<file path="src/design/mips_config.svh">
`ifndef MIPS_CONFIG_SVH
`define MIPS_CONFIG_SVH

// datapath width
`define MIPS_XLEN 32

// general purpose register file
`define MIPS_REG_COUNT 32
`define MIPS_REG_AW 5

`endif

</file>
<file path="src/design/mips_pkg.sv">
package mips_pkg;

	// primary opcode field, instr[31:26]
	typedef enum logic [5:0] {
		OP_R_TYPE = 6'b000000,
		OP_ADDI   = 6'b001000,
		OP_ADDIU  = 6'b001001,
		OP_SLTI   = 6'b001010,
		OP_SLTIU  = 6'b001011,
		OP_ANDI   = 6'b001100,
		OP_ORI    = 6'b001101,
		OP_XORI   = 6'b001110,
		OP_LUI    = 6'b001111
	} op_code_e;

	// funct field of SPECIAL words, instr[5:0]
	typedef enum logic [5:0] {
		FN_SLL     = 6'b000000,
		FN_SRL     = 6'b000010,
		FN_SRA     = 6'b000011,
		FN_SLLV    = 6'b000100,
		FN_SRLV    = 6'b000110,
		FN_SRAV    = 6'b000111,
		FN_SYSCALL = 6'b001100,
		FN_BREAK   = 6'b001101,
		FN_ADD     = 6'b100000,
		FN_ADDU    = 6'b100001,
		FN_SUB     = 6'b100010,
		FN_SUBU    = 6'b100011,
		FN_AND     = 6'b100100,
		FN_OR      = 6'b100101,
		FN_XOR     = 6'b100110,
		FN_NOR     = 6'b100111,
		FN_SLT     = 6'b101010,
		FN_SLTU    = 6'b101011
	} funct_e;

	typedef enum logic [3:0] {
		ALU_ADD, ALU_SUB, ALU_AND, ALU_OR, ALU_XOR, ALU_NOR,
		ALU_SLT, ALU_SLTU, ALU_SLL, ALU_SRL, ALU_SRA, ALU_LUI
	} alu_op_e;

	typedef enum logic {
		DST_RD = 1'b0, // R-type
		DST_RT = 1'b1  // I-type
	} reg_dst_e;

endpackage

</file>
<file path="src/design/main_decoder.sv">
`timescale 1ns/1ps

module main_decoder (
	input  logic [31:0]        instr,
	output logic               reg_write_en,
	output mips_pkg::reg_dst_e reg_dst,
	output logic               alu_imm_sel, // operand b from immediate
	output logic               sign_ext,
	output logic               ri,
	output logic               brk,
	output logic               syscall
);

	logic [5:0] op_code;
	logic [5:0] funct;

	assign op_code = instr[31:26];
	assign funct   = instr[5:0];

	always_comb begin
		reg_write_en = 1'b0;
		reg_dst      = mips_pkg::DST_RD;
		alu_imm_sel  = 1'b0;
		sign_ext     = 1'b1;
		ri           = 1'b0;
		brk          = 1'b0;
		syscall      = 1'b0;
		case (op_code)
			mips_pkg::OP_R_TYPE: begin
				case (funct)
					mips_pkg::FN_ADD, mips_pkg::FN_ADDU,
					mips_pkg::FN_SUB, mips_pkg::FN_SUBU,
					mips_pkg::FN_AND, mips_pkg::FN_OR,
					mips_pkg::FN_XOR, mips_pkg::FN_NOR,
					mips_pkg::FN_SLT, mips_pkg::FN_SLTU,
					mips_pkg::FN_SLL, mips_pkg::FN_SRL,
					mips_pkg::FN_SRA, mips_pkg::FN_SLLV,
					mips_pkg::FN_SRLV, mips_pkg::FN_SRAV: begin
						reg_write_en = 1'b1;
					end
					mips_pkg::FN_SYSCALL: syscall = 1'b1;
					mips_pkg::FN_BREAK:   brk = 1'b1;
					default: begin
						ri = 1'b1;
					end
				endcase
			end
			// arithmetic immediates, sign extended
			mips_pkg::OP_ADDI, mips_pkg::OP_ADDIU,
			mips_pkg::OP_SLTI, mips_pkg::OP_SLTIU: begin
				reg_write_en = 1'b1;
				reg_dst      = mips_pkg::DST_RT;
				alu_imm_sel  = 1'b1;
			end
			// logic immediates and lui, zero extended
			mips_pkg::OP_ANDI, mips_pkg::OP_ORI,
			mips_pkg::OP_XORI, mips_pkg::OP_LUI: begin
				reg_write_en = 1'b1;
				reg_dst      = mips_pkg::DST_RT;
				alu_imm_sel  = 1'b1;
				sign_ext     = 1'b0;
			end
			default: begin
				ri = 1'b1; // loads, stores, branches, cop0 etc
			end
		endcase
	end

endmodule

</file>
<file path="src/design/alu_decoder.sv">
`timescale 1ns/1ps

module alu_decoder (
	input  logic [31:0]       instr,
	output mips_pkg::alu_op_e alu_op
);

	logic [5:0] op_code;
	logic [5:0] funct;

	assign op_code = instr[31:26];
	assign funct   = instr[5:0];

	always_comb begin
		alu_op = mips_pkg::ALU_ADD;
		case (op_code)
			mips_pkg::OP_R_TYPE: begin
				case (funct)
					mips_pkg::FN_ADD, mips_pkg::FN_ADDU: alu_op = mips_pkg::ALU_ADD;
					mips_pkg::FN_SUB, mips_pkg::FN_SUBU: alu_op = mips_pkg::ALU_SUB;
					mips_pkg::FN_AND:  alu_op = mips_pkg::ALU_AND;
					mips_pkg::FN_OR:   alu_op = mips_pkg::ALU_OR;
					mips_pkg::FN_XOR:  alu_op = mips_pkg::ALU_XOR;
					mips_pkg::FN_NOR:  alu_op = mips_pkg::ALU_NOR;
					mips_pkg::FN_SLT:  alu_op = mips_pkg::ALU_SLT;
					mips_pkg::FN_SLTU: alu_op = mips_pkg::ALU_SLTU;
					// variable shifts share the op, amount picked in decode
					mips_pkg::FN_SLL, mips_pkg::FN_SLLV: alu_op = mips_pkg::ALU_SLL;
					mips_pkg::FN_SRL, mips_pkg::FN_SRLV: alu_op = mips_pkg::ALU_SRL;
					mips_pkg::FN_SRA, mips_pkg::FN_SRAV: alu_op = mips_pkg::ALU_SRA;
					default: begin
						alu_op = mips_pkg::ALU_ADD;
					end
				endcase
			end
			mips_pkg::OP_ADDI, mips_pkg::OP_ADDIU: alu_op = mips_pkg::ALU_ADD;
			mips_pkg::OP_SLTI:  alu_op = mips_pkg::ALU_SLT;
			mips_pkg::OP_SLTIU: alu_op = mips_pkg::ALU_SLTU;
			mips_pkg::OP_ANDI:  alu_op = mips_pkg::ALU_AND;
			mips_pkg::OP_ORI:   alu_op = mips_pkg::ALU_OR;
			mips_pkg::OP_XORI:  alu_op = mips_pkg::ALU_XOR;
			mips_pkg::OP_LUI:   alu_op = mips_pkg::ALU_LUI;
			default: begin
				alu_op = mips_pkg::ALU_ADD;
			end
		endcase
	end

endmodule

</file>
<file path="src/design/register_file.sv">
`timescale 1ns/1ps
`include "mips_config.svh"

module register_file (
	input  logic                    clk,
	input  logic                    arst_n,
	input  logic [`MIPS_REG_AW-1:0] raddr_a,
	input  logic [`MIPS_REG_AW-1:0] raddr_b,
	input  logic                    wen,
	input  logic [`MIPS_REG_AW-1:0] waddr,
	input  logic [`MIPS_XLEN-1:0]   wdata,
	output logic [`MIPS_XLEN-1:0]   rdata_a,
	output logic [`MIPS_XLEN-1:0]   rdata_b
);

	logic [`MIPS_XLEN-1:0] regs [`MIPS_REG_COUNT];

	always_ff @(posedge clk or negedge arst_n) begin
		if (!arst_n) begin
			for (int i = 0; i < `MIPS_REG_COUNT; i++) regs[i] <= '0;
		end else if (wen && waddr != '0) begin
			regs[waddr] <= wdata;
		end
	end

	// r0 hardwired, then write-through of the pending write
	assign rdata_a = (raddr_a == '0) ? '0 : (wen && waddr == raddr_a) ? wdata : regs[raddr_a];
	assign rdata_b = (raddr_b == '0) ? '0 : (wen && waddr == raddr_b) ? wdata : regs[raddr_b];

endmodule

</file>
<file path="src/design/decode_stage.sv">
`timescale 1ns/1ps
`include "mips_config.svh"

module decode_stage (
	input  logic                    clk,
	input  logic                    arst_n,
	input  logic [31:0]             instr,
	input  logic                    instr_valid,
	input  logic [`MIPS_XLEN-1:0]   rdata_a,
	input  logic [`MIPS_XLEN-1:0]   rdata_b,
	output logic [`MIPS_REG_AW-1:0] raddr_a,
	output logic [`MIPS_REG_AW-1:0] raddr_b,
	output logic                    ex_valid,
	output mips_pkg::alu_op_e       ex_alu_op,
	output logic [`MIPS_XLEN-1:0]   ex_operand_a,
	output logic [`MIPS_XLEN-1:0]   ex_operand_b,
	output logic [4:0]              ex_shamt,
	output logic                    ex_wen,
	output logic [`MIPS_REG_AW-1:0] ex_waddr,
	output logic                    ex_ri,
	output logic                    ex_brk,
	output logic                    ex_syscall
);

	logic                    reg_write_en;
	mips_pkg::reg_dst_e      reg_dst;
	logic                    alu_imm_sel;
	logic                    sign_ext;
	logic                    ri;
	logic                    brk;
	logic                    syscall;
	mips_pkg::alu_op_e       alu_op;
	logic [`MIPS_XLEN-1:0]   imm_ext;
	logic [`MIPS_REG_AW-1:0] waddr;
	logic                    wen;

	main_decoder main_decoder_i (
		.instr        (instr),
		.reg_write_en (reg_write_en),
		.reg_dst      (reg_dst),
		.alu_imm_sel  (alu_imm_sel),
		.sign_ext     (sign_ext),
		.ri           (ri),
		.brk          (brk),
		.syscall      (syscall)
	);

	alu_decoder alu_decoder_i (
		.instr  (instr),
		.alu_op (alu_op)
	);

	assign raddr_a = instr[25:21]; // rs
	assign raddr_b = instr[20:16]; // rt

	assign imm_ext = sign_ext ? {{(`MIPS_XLEN-16){instr[15]}}, instr[15:0]}
	                          : {{(`MIPS_XLEN-16){1'b0}}, instr[15:0]};

	assign waddr = (reg_dst == mips_pkg::DST_RT) ? instr[20:16] : instr[15:11];
	assign wen   = reg_write_en && (waddr != '0); // r0 writes dropped here

	always_ff @(posedge clk or negedge arst_n) begin
		if (!arst_n) begin
			ex_valid   <= 1'b0;
			ex_wen     <= 1'b0;
			ex_ri      <= 1'b0;
			ex_brk     <= 1'b0;
			ex_syscall <= 1'b0;
		end else begin
			ex_valid   <= instr_valid;
			ex_wen     <= instr_valid & wen;
			ex_ri      <= instr_valid & ri;
			ex_brk     <= instr_valid & brk;
			ex_syscall <= instr_valid & syscall;
		end
	end

	always_ff @(posedge clk) begin
		if (instr_valid) begin
			ex_alu_op    <= alu_op;
			ex_operand_a <= rdata_a;
			ex_operand_b <= alu_imm_sel ? imm_ext : rdata_b;
			ex_shamt     <= instr[2] ? rdata_a[4:0] : instr[10:6]; // funct[2] set for sllv/srlv/srav
			ex_waddr     <= waddr;
		end
	end

endmodule

</file>
<file path="src/design/execute_stage.sv">
`timescale 1ns/1ps
`include "mips_config.svh"

module execute_stage (
	input  logic                    clk,
	input  logic                    arst_n,
	input  logic                    ex_valid,
	input  mips_pkg::alu_op_e       ex_alu_op,
	input  logic [`MIPS_XLEN-1:0]   ex_operand_a,
	input  logic [`MIPS_XLEN-1:0]   ex_operand_b,
	input  logic [4:0]              ex_shamt,
	input  logic                    ex_wen,
	input  logic [`MIPS_REG_AW-1:0] ex_waddr,
	input  logic                    ex_ri,
	input  logic                    ex_brk,
	input  logic                    ex_syscall,
	output logic                    wb_en,
	output logic [`MIPS_REG_AW-1:0] wb_addr,
	output logic [`MIPS_XLEN-1:0]   wb_data,
	output logic                    exc_ri,
	output logic                    exc_break,
	output logic                    exc_syscall
);

	logic [`MIPS_XLEN-1:0] alu_result;

	always_comb begin
		case (ex_alu_op)
			mips_pkg::ALU_ADD:  alu_result = ex_operand_a + ex_operand_b; // no overflow trap
			mips_pkg::ALU_SUB:  alu_result = ex_operand_a - ex_operand_b;
			mips_pkg::ALU_AND:  alu_result = ex_operand_a & ex_operand_b;
			mips_pkg::ALU_OR:   alu_result = ex_operand_a | ex_operand_b;
			mips_pkg::ALU_XOR:  alu_result = ex_operand_a ^ ex_operand_b;
			mips_pkg::ALU_NOR:  alu_result = ~(ex_operand_a | ex_operand_b);
			mips_pkg::ALU_SLT:  alu_result = {{(`MIPS_XLEN-1){1'b0}},
			                                  $signed(ex_operand_a) < $signed(ex_operand_b)};
			mips_pkg::ALU_SLTU: alu_result = {{(`MIPS_XLEN-1){1'b0}}, ex_operand_a < ex_operand_b};
			// shifts act on rt
			mips_pkg::ALU_SLL:  alu_result = ex_operand_b << ex_shamt;
			mips_pkg::ALU_SRL:  alu_result = ex_operand_b >> ex_shamt;
			mips_pkg::ALU_SRA:  alu_result = $signed(ex_operand_b) >>> ex_shamt;
			mips_pkg::ALU_LUI:  alu_result = ex_operand_b << 16;
			default:            alu_result = '0;
		endcase
	end

	always_ff @(posedge clk or negedge arst_n) begin
		if (!arst_n) begin
			wb_en       <= 1'b0;
			exc_ri      <= 1'b0;
			exc_break   <= 1'b0;
			exc_syscall <= 1'b0;
		end else begin
			wb_en       <= ex_valid & ex_wen;
			exc_ri      <= ex_valid & ex_ri;
			exc_break   <= ex_valid & ex_brk;
			exc_syscall <= ex_valid & ex_syscall;
		end
	end

	always_ff @(posedge clk) begin
		if (ex_valid) begin
			wb_addr <= ex_waddr;
			wb_data <= alu_result;
		end
	end

endmodule

</file>
<file path="src/design/mips_alu_pipe.sv">
`timescale 1ns/1ps
`include "mips_config.svh"

module mips_alu_pipe (
	input  logic                    clk,
	input  logic                    arst_n,
	input  logic [31:0]             instr,
	input  logic                    instr_valid,
	output logic                    wb_en,
	output logic [`MIPS_REG_AW-1:0] wb_addr,
	output logic [`MIPS_XLEN-1:0]   wb_data,
	output logic                    exc_ri,
	output logic                    exc_break,
	output logic                    exc_syscall
);

	logic [`MIPS_REG_AW-1:0] raddr_a;
	logic [`MIPS_REG_AW-1:0] raddr_b;
	logic [`MIPS_XLEN-1:0]   rdata_a;
	logic [`MIPS_XLEN-1:0]   rdata_b;
	logic                    ex_valid;
	mips_pkg::alu_op_e       ex_alu_op;
	logic [`MIPS_XLEN-1:0]   ex_operand_a;
	logic [`MIPS_XLEN-1:0]   ex_operand_b;
	logic [4:0]              ex_shamt;
	logic                    ex_wen;
	logic [`MIPS_REG_AW-1:0] ex_waddr;
	logic                    ex_ri;
	logic                    ex_brk;
	logic                    ex_syscall;

	decode_stage decode_stage_i (
		.clk          (clk),
		.arst_n       (arst_n),
		.instr        (instr),
		.instr_valid  (instr_valid),
		.rdata_a      (rdata_a),
		.rdata_b      (rdata_b),
		.raddr_a      (raddr_a),
		.raddr_b      (raddr_b),
		.ex_valid     (ex_valid),
		.ex_alu_op    (ex_alu_op),
		.ex_operand_a (ex_operand_a),
		.ex_operand_b (ex_operand_b),
		.ex_shamt     (ex_shamt),
		.ex_wen       (ex_wen),
		.ex_waddr     (ex_waddr),
		.ex_ri        (ex_ri),
		.ex_brk       (ex_brk),
		.ex_syscall   (ex_syscall)
	);

	// write port fed straight from the writeback register
	register_file register_file_i (
		.clk     (clk),
		.arst_n  (arst_n),
		.raddr_a (raddr_a),
		.raddr_b (raddr_b),
		.wen     (wb_en),
		.waddr   (wb_addr),
		.wdata   (wb_data),
		.rdata_a (rdata_a),
		.rdata_b (rdata_b)
	);

	execute_stage execute_stage_i (
		.clk          (clk),
		.arst_n       (arst_n),
		.ex_valid     (ex_valid),
		.ex_alu_op    (ex_alu_op),
		.ex_operand_a (ex_operand_a),
		.ex_operand_b (ex_operand_b),
		.ex_shamt     (ex_shamt),
		.ex_wen       (ex_wen),
		.ex_waddr     (ex_waddr),
		.ex_ri        (ex_ri),
		.ex_brk       (ex_brk),
		.ex_syscall   (ex_syscall),
		.wb_en        (wb_en),
		.wb_addr      (wb_addr),
		.wb_data      (wb_data),
		.exc_ri       (exc_ri),
		.exc_break    (exc_break),
		.exc_syscall  (exc_syscall)
	);

endmodule

</file>
<file path="config.mk">
export PLATFORM = sky130hd
export DESIGN_NAME = mips_alu_pipe
export DESIGN_NICKNAME = d
export VERILOG_FILES = /design/src/design/mips_pkg.sv /design/src/design/main_decoder.sv /design/src/design/alu_decoder.sv /design/src/design/register_file.sv /design/src/design/decode_stage.sv /design/src/design/execute_stage.sv /design/src/design/mips_alu_pipe.sv
export VERILOG_INCLUDE_DIRS = /design/src /design/src/design
export SDC_FILE = /design/constraint.sdc
export NUM_CORES = 2
export LEC_CHECK = 0
export BUFFER_PORTS_ARGS = -buffer_cell sky130_fd_sc_hd__buf_4
export CAP_MARGIN = 25
export CORE_MARGIN = 4
export CORE_UTILIZATION = 35
export DETAILED_ROUTE_END_ITERATION = 6
export REMOVE_ABC_BUFFERS = 1
export SYNTH_ARGS = -nofsm -noshare
export SYNTH_HDL_FRONTEND = slang
export SYNTH_SLANG_ARGS = --single-unit
</file>
<file path="constraint.sdc">
create_clock -name clk -period 3.82 [get_ports clk]
set_input_delay 0.382 -clock clk [delete_from_list [all_inputs] [get_ports clk]]
set_output_delay 0.382 -clock clk [all_outputs]
set_load 0.03 [all_outputs]
</file>
# --- Word-level counts from Yosys, hierarchy flattened ---
# Memory sizes are Yosys's and may differ from the RTL's.
# Index checks and enable logic that the tools add are counted.
totals:
  elab_cells: 158
  regBits: 1148
  output_inout_bits: 41
  rom_bits: 256
  in_bits: 35
  mem_count: 1
memory_table:
  columns: ["memory", "words", "word_bits", "rd", "rd_ports_with_merged_regs", "write_ports", "line", "source"]
  rows:
  - ["(name not given)", 64, 4, 1, 0, 0, "alu_decoder.sv:18", "case (funct)"]
op_classes:
  add_sub_neg: 2
  eq_ne: 38
  bitwise: 15
  shifts: 3
  reduce_logical: 16
  order_cmp: 6
  muxes: 28
ops:
  columns: ["op", "count"]
  rows:
  - ["1024-bit bitwise mux", 1]
  - ["32-bit one-hot mux with 12 select lines", 1]
  - ["32-bit binary-select mux with 5-bit select", 2]
  - ["32-bit 2-to-1 mux", 10]
  - ["32-bit demux with 5-bit select", 1]
  - ["32-bit less-than comparator", 2]
  - ["6-bit by 4-bit equality test with 1-bit output, second input constant", 10]
  - ["6-bit equality test, second input constant", 10]
  - ["32-bit adder", 1]
  - ["32-bit AND", 1]
  - ["32-bit NOT", 1]
  - ["32-bit OR", 1]
  - ["32-bit by 5-bit << shifter with 32-bit output", 1]
  - ["32-bit by 5-bit >> shifter with 32-bit output", 1]
  - ["32-bit by 5-bit >>> shifter with 32-bit output", 1]
  - ["32-bit subtractor", 1]
  - ["32-bit XOR", 1]
  - ["4-bit one-hot mux with 7 select lines", 1]
  - ["6-bit by 3-bit equality test with 1-bit output, second input constant", 3]
  - ["6-bit >= comparator, second input constant", 3]
  - ["5-bit NOT with 6-bit output", 3]
  - ["18-bit OR reduction", 1]
  - ["4-bit by 3-bit equality test with 1-bit output, second input constant", 4]
  - ["4-bit equality test, second input constant", 4]
  - ["other kinds (17)", 43]

# --- Depth between registers and ports, before layout ---
depth:
  word_depth: 7
  mapped_depth: 14
  depth_no_buf: 13

# --- Cells and area by module ---
# From an unflattened synthesis, not the netlist that was laid out.
hier_totals:
  hier_cells: 5418
  hier_area_um2: 68504.5
by_module_without_submodules:
  columns: ["module", "area_per_inst_um2", "n_inst", "seq_area_each_um2", "cells_per_inst"]
  rows:
  - ["register_file", 54826.3, 1, 25624.6, 3815]
  - ["execute_stage", 10303.6, 1, 1211.2, 1395]
  - ["decode_stage", 3046.7, 1, 2467.4, 163]
  - ["alu_decoder", 192.7, 1, 0.0, 29]
  - ["main_decoder", 135.1, 1, 0.0, 16]

# --- Worst setup path before layout ---
# No wires, ideal clock.
synth_path:
  kind: "reg-to-reg"
  start: "register decode_stage_i.ex_operand_b[4]"
  end: "register execute_stage_i.wb_data[30], data pin"
  path_buffers: 1
  setup_slack_ns: 0.731
  setup_ns: 0.259
  required_time_ns: 3.561
  path_stages_with_launch: 14
  synth_period_minus_slack_ns: 3.089
  t_arrival_ns: 2.830
  cell_sequence: "edfxtp_1 > inv_1 > ha_1 > buf_4 > nor2_2 > a2111o_1 > a41o_1 > o311a_1 > nor2_2 > nor2b_1 > o21ai_0 > nand2_1 > xnor2_1 > a211o_1"
synth_between:
  elab_chain_len: 2
  elab_cells_between_ends: 6
  cone_classes: "2 x add/sub; 3 x shift; 1 x mux"
synth_rtl:
  columns: ["element", "line", "source"]
  rows:
  - ["start, declared", "decode_stage.sv:16", "output logic [`MIPS_XLEN-1:0] ex_operand_b,"]
  - ["start signal, assigned", "decode_stage.sv:82", "ex_operand_b <= alu_imm_sel ? imm_ext : rdata_b;"]
  - ["32-bit subtractor (tied with other cells)", "execute_stage.sv:30", "mips_pkg::ALU_SUB: alu_result = ex_operand_a - ex_operand_b;"]
  - ["32-bit one-hot mux with 12 select lines *", "execute_stage.sv:28", "case (ex_alu_op)"]
  - ["end signal, assigned", "execute_stage.sv:64", "wb_data <= alu_result;"]
  - ["end, declared", "execute_stage.sv:19", "output logic [`MIPS_XLEN-1:0] wb_data,"]
# Mark *: on every way between the ends. The rest lies on a longest branch, timed or not.
# A chain may end at the register's enable or synchronous reset.

# --- Worst setup path in the final report ---
layout_path:
  start: "register decode_stage_i.ex_operand_b[0]"
  end: "register execute_stage_i.wb_data[28], data pin"
# Same word-level chain as after synthesis.

==> results.yml <==
cts:
  htree_levels: 4
  cts_buffer_depth: 3
  cts_tree: "built"
  clkTransAtPathRegs_ns: 0.06
  clock-sinks: 1148
  root_buffer: "clkbuf_16"
  cts_made_buffers: 131
  clock_latency_ns: 0.79
floorplan:
  die_height_microns: 447
  start_util: 0.353
  io_pins: 76
  die_w_microns: 447
  dieArea_sq_um: 200000
  coreArea_sq_um: 191000
  num_rows: 160
global_route:
  grt_pass1_vias: 47100
  antenna_found_initial: 5
  grt_pass1_wl_microns: 344000
  grt_overflow: 0
  grt_max_degree: 139
  grt_usage: 0.236
timing:
  clock.fmax_mhz: 282
  hold_slack_ns: 0.0822
  tightestPinTransition_ns: 1.13
  slew_violations: 0
  rsz0062_at_grt: "false"
  setup_violations: 0
  fin_crit_sh: 0.929
  skew_ns: 0.0333
  fin_crit_ns: 3.55
  slew-limit-headroom: 0.244
  tns_ns: 0
  hold_viol_final: 0
placed_design:
  place_area_sq_um: 72900
  place_hpwl_microns: 156000
  dp.cells: 7298
  numPortBuffers: 75
  gp_congestion: 0.993
power_and_ir_drop:
  internal-power_uw: 22000
  p_per_area_nw_per_um2: 392
  combinationalPowerShare: 0.142
  vdd_ir_drop_max_mv: 0.384
  seqPwrFrac: 0.440
  p_sw_uw: 8390
  power_frac_clock: 0.417
  p_leak_uw: 0.0346
  swShare: 0.276
synthesis:
  seq_area_frac_synth: 0.435
  synth_top_family_by_area: "multiplexers"
  synth_top_area_share: 0.384
  synth_top_area_cell: "dfrtp_1"
  yosys_warnings: 0
  synthArstFlopShare: 0.900
  ys_types: 98
  synthSimpleGateAreaFrac: 0.0402
  synthTopCellsByCount: "dfrtp_1, mux2_2, mux4_2"
  synth_area_leaders: "dfrtp_1, mux4_2, mux2_2"
  syn_inst: 4870
  syn_avg_cell_area_sq_um: 13.8
  ys_ff_latch: 1148
  synth.area.mux_share: 0.410
  synthAdderAreaFrac: 0.0184
  synthXorXnorAreaFrac: 0.00234
  synth_compound_area_frac: 0.0577
  ys.flop_type: "dfrtp_1"
  synth_edf_count: 115
  syn-cell-area_sq_um: 67400
  yosysMostFrequentCell: "dfrtp_1"
detailed_routing:
  wl_per_cell_microns: 31.4
  drcViolationCount: 0
  drt-vias-per-instance: 6.14
  via_count: 46400
  routed_wl_microns: 237000
  initialDrtViolationCount: 4513
  dr.pass1.iters: 6
  antenna_left: 0
cells_and_area:
  n_antenna_cell: 0
  final_area_sq_um: 77500
  drive_gt1_frac: 0.474
  fin_nets: 5078
  instances_no_fill: 7557
  area_growth_pct: 15.1
worst_setup_path:
  cp_max_fo: 8
  critPathArrivalTime_ns: 4.08
  crit_path_end_kind: "flip-flop"
  criticalPathCategory: "reg -> reg"
  worstPathRequired_ns: 4.35
  crit_path_start_kind: "flip-flop"
worst_hold_path:
  holdCritPathClass: "in -> reg"
status:
  status: "finished, final reports clean"
job:
  cap_violations: 0
critical path, cell delays in order, from the launching register on:
cell and delay, ns:
edfxtp_1 0.35, buf_4 0.16, ha_1 0.19, inv_1 0.08
fa_1 0.41, nand2b_1 0.19, a21oi_1 0.26, o21bai_1 0.21
nand2_1 0.21, a31oi_2 0.16, nor4b_2 0.38, o21ai_1 0.16
a21boi_0 0.26, o21bai_1 0.10, a21o_1 0.19
metal layers:
layer  vias up  track usage  part of all wire
met5         -            0           0.00024
met1     25000        0.325              0.42
met2      1999        0.365              0.46
met3       453       0.0550             0.081
li1      18900            -                 -
met4         4       0.0874             0.040
final cells by class:
type / instances / area [sq um]
fill: 17500 / 113000
multi-input combinational: 3115 / 35900
sequential: 1148 / 29300
timing repair buffer: 452 / 4490
clock buffer: 183 / 3780
tap: 2511 / 3140
clock inverter: 51 / 544
inverter: 97 / 364
registers in the layout, indices dropped and copies added (netlist names):
| name | flops |
|---|---|
| decode_stage_i.ex_valid | 1 |
| execute_stage_i.exc_break | 1 |
| decode_stage_i.ex_operand_a | 32 |
| execute_stage_i.wb_data | 32 |
| execute_stage_i.exc_syscall | 1 |
| decode_stage_i.ex_shamt | 5 |
| execute_stage_i.wb_addr | 5 |
| decode_stage_i.ex_wen | 1 |
| decode_stage_i.ex_syscall | 1 |
| execute_stage_i.wb_en | 1 |
| decode_stage_i.ex_operand_b | 32 |
| decode_stage_i.ex_waddr | 5 |
| decode_stage_i.ex_alu_op | 4 |
| execute_stage_i.exc_ri | 1 |
| decode_stage_i.ex_brk | 1 |
| register_file_i.regs | 1024 |
| decode_stage_i.ex_ri | 1 |
stage by stage:
step,setup WS [ns],total power [uW],util
3_5_place_dp,0.200,17800,0.382
4_1_cts,0.172,30600,0.406
2_1_floorplan,-0.346,15600,-
6_report,0.272,30400,0.406
5_1_grt,0.0265,31500,0.406
3_3_place_gp,0.0967,17800,0.382
cell families (layout without fill, tap and decap cells):
| kind of cell | after synthesis | count (layout) |
|---|---|---|
| and+or+nand+nor | 605 | 605 |
| DFF | 1148 | 1148 |
| buffers and inverters | 607 | 783 |
| muxes | 1798 | 1798 |
| AOI/OAI and AO/OA | 596 | 596 |
| xor gates and xnor gates | 18 | 18 |
| adders and majority gates | 98 | 98 |
final timing paths:
check	start	end	slack, ns	cells past startpoint
min in group asynchronous	arst_n	register_file_i.regs[793]	0.16	2
hold / removal	instr[28]	decode_stage_i.ex_alu_op[1]	0.08	4
hold reg to reg	register_file_i.regs[1001]	register_file_i.regs[1001]	0.39	0
max in group asynchronous	arst_n	decode_stage_i.ex_valid	2.38	3
setup reg to reg	decode_stage_i.ex_operand_b[0]	execute_stage_i.wb_data[28]	0.27	14
setup / recovery	decode_stage_i.ex_operand_b[0]	execute_stage_i.wb_data[28]	0.27	14
power groups by stage:
stage / logic [uW] / clock network (uW) / registers (uW)
after floorplan: 1960 / 0 / 13600
after global placement: 4170 / 0 / 13600
after detailed placement: 4220 / 0 / 13600
after CTS: 4250 / 13000 / 13400
after global routing: 4600 / 13500 / 13400
final: 4330 / 12700 / 13400
placed cells by master, fill, tap and decap left out, drive strengths merged, types with 11 or more instances in the layout:
cell,netlist,routed
clkinv,1,36
a211o,15,15
o22ai,14,14
mux2i,122,122
or2,11,11
clkbuf,334,185
nand2b,21,21
nor3,26,26
inv,96,106
xor2,13,13
a21o,14,14
ha,96,96
nand4,11,11
a211oi,48,48
mux2,1010,1010
nor2,258,258
and2,14,14
mux4,666,666
dfrtp,1033,1033
o21ai,159,159
buf,176,431
o221ai,12,12
dlygate4sd3,0,19
nand2,169,169
a221oi,17,17
o21bai,13,13
a22oi,13,13
o211ai,12,12
nand3,35,35
a21oi,171,171
edfxtp,115,115
timing repair:
| action | CTS | global route |
|---|---|---|
| buffers inserted | 0 | 2 |
| hold buffers | 19 | 0 |
| setup endpoints to repair | 0 | 5 |
| gates resized for setup | 0 | 4 |
| hold endpoints to repair | 199 | 0 |
Power figures use the tool's default switching activity.
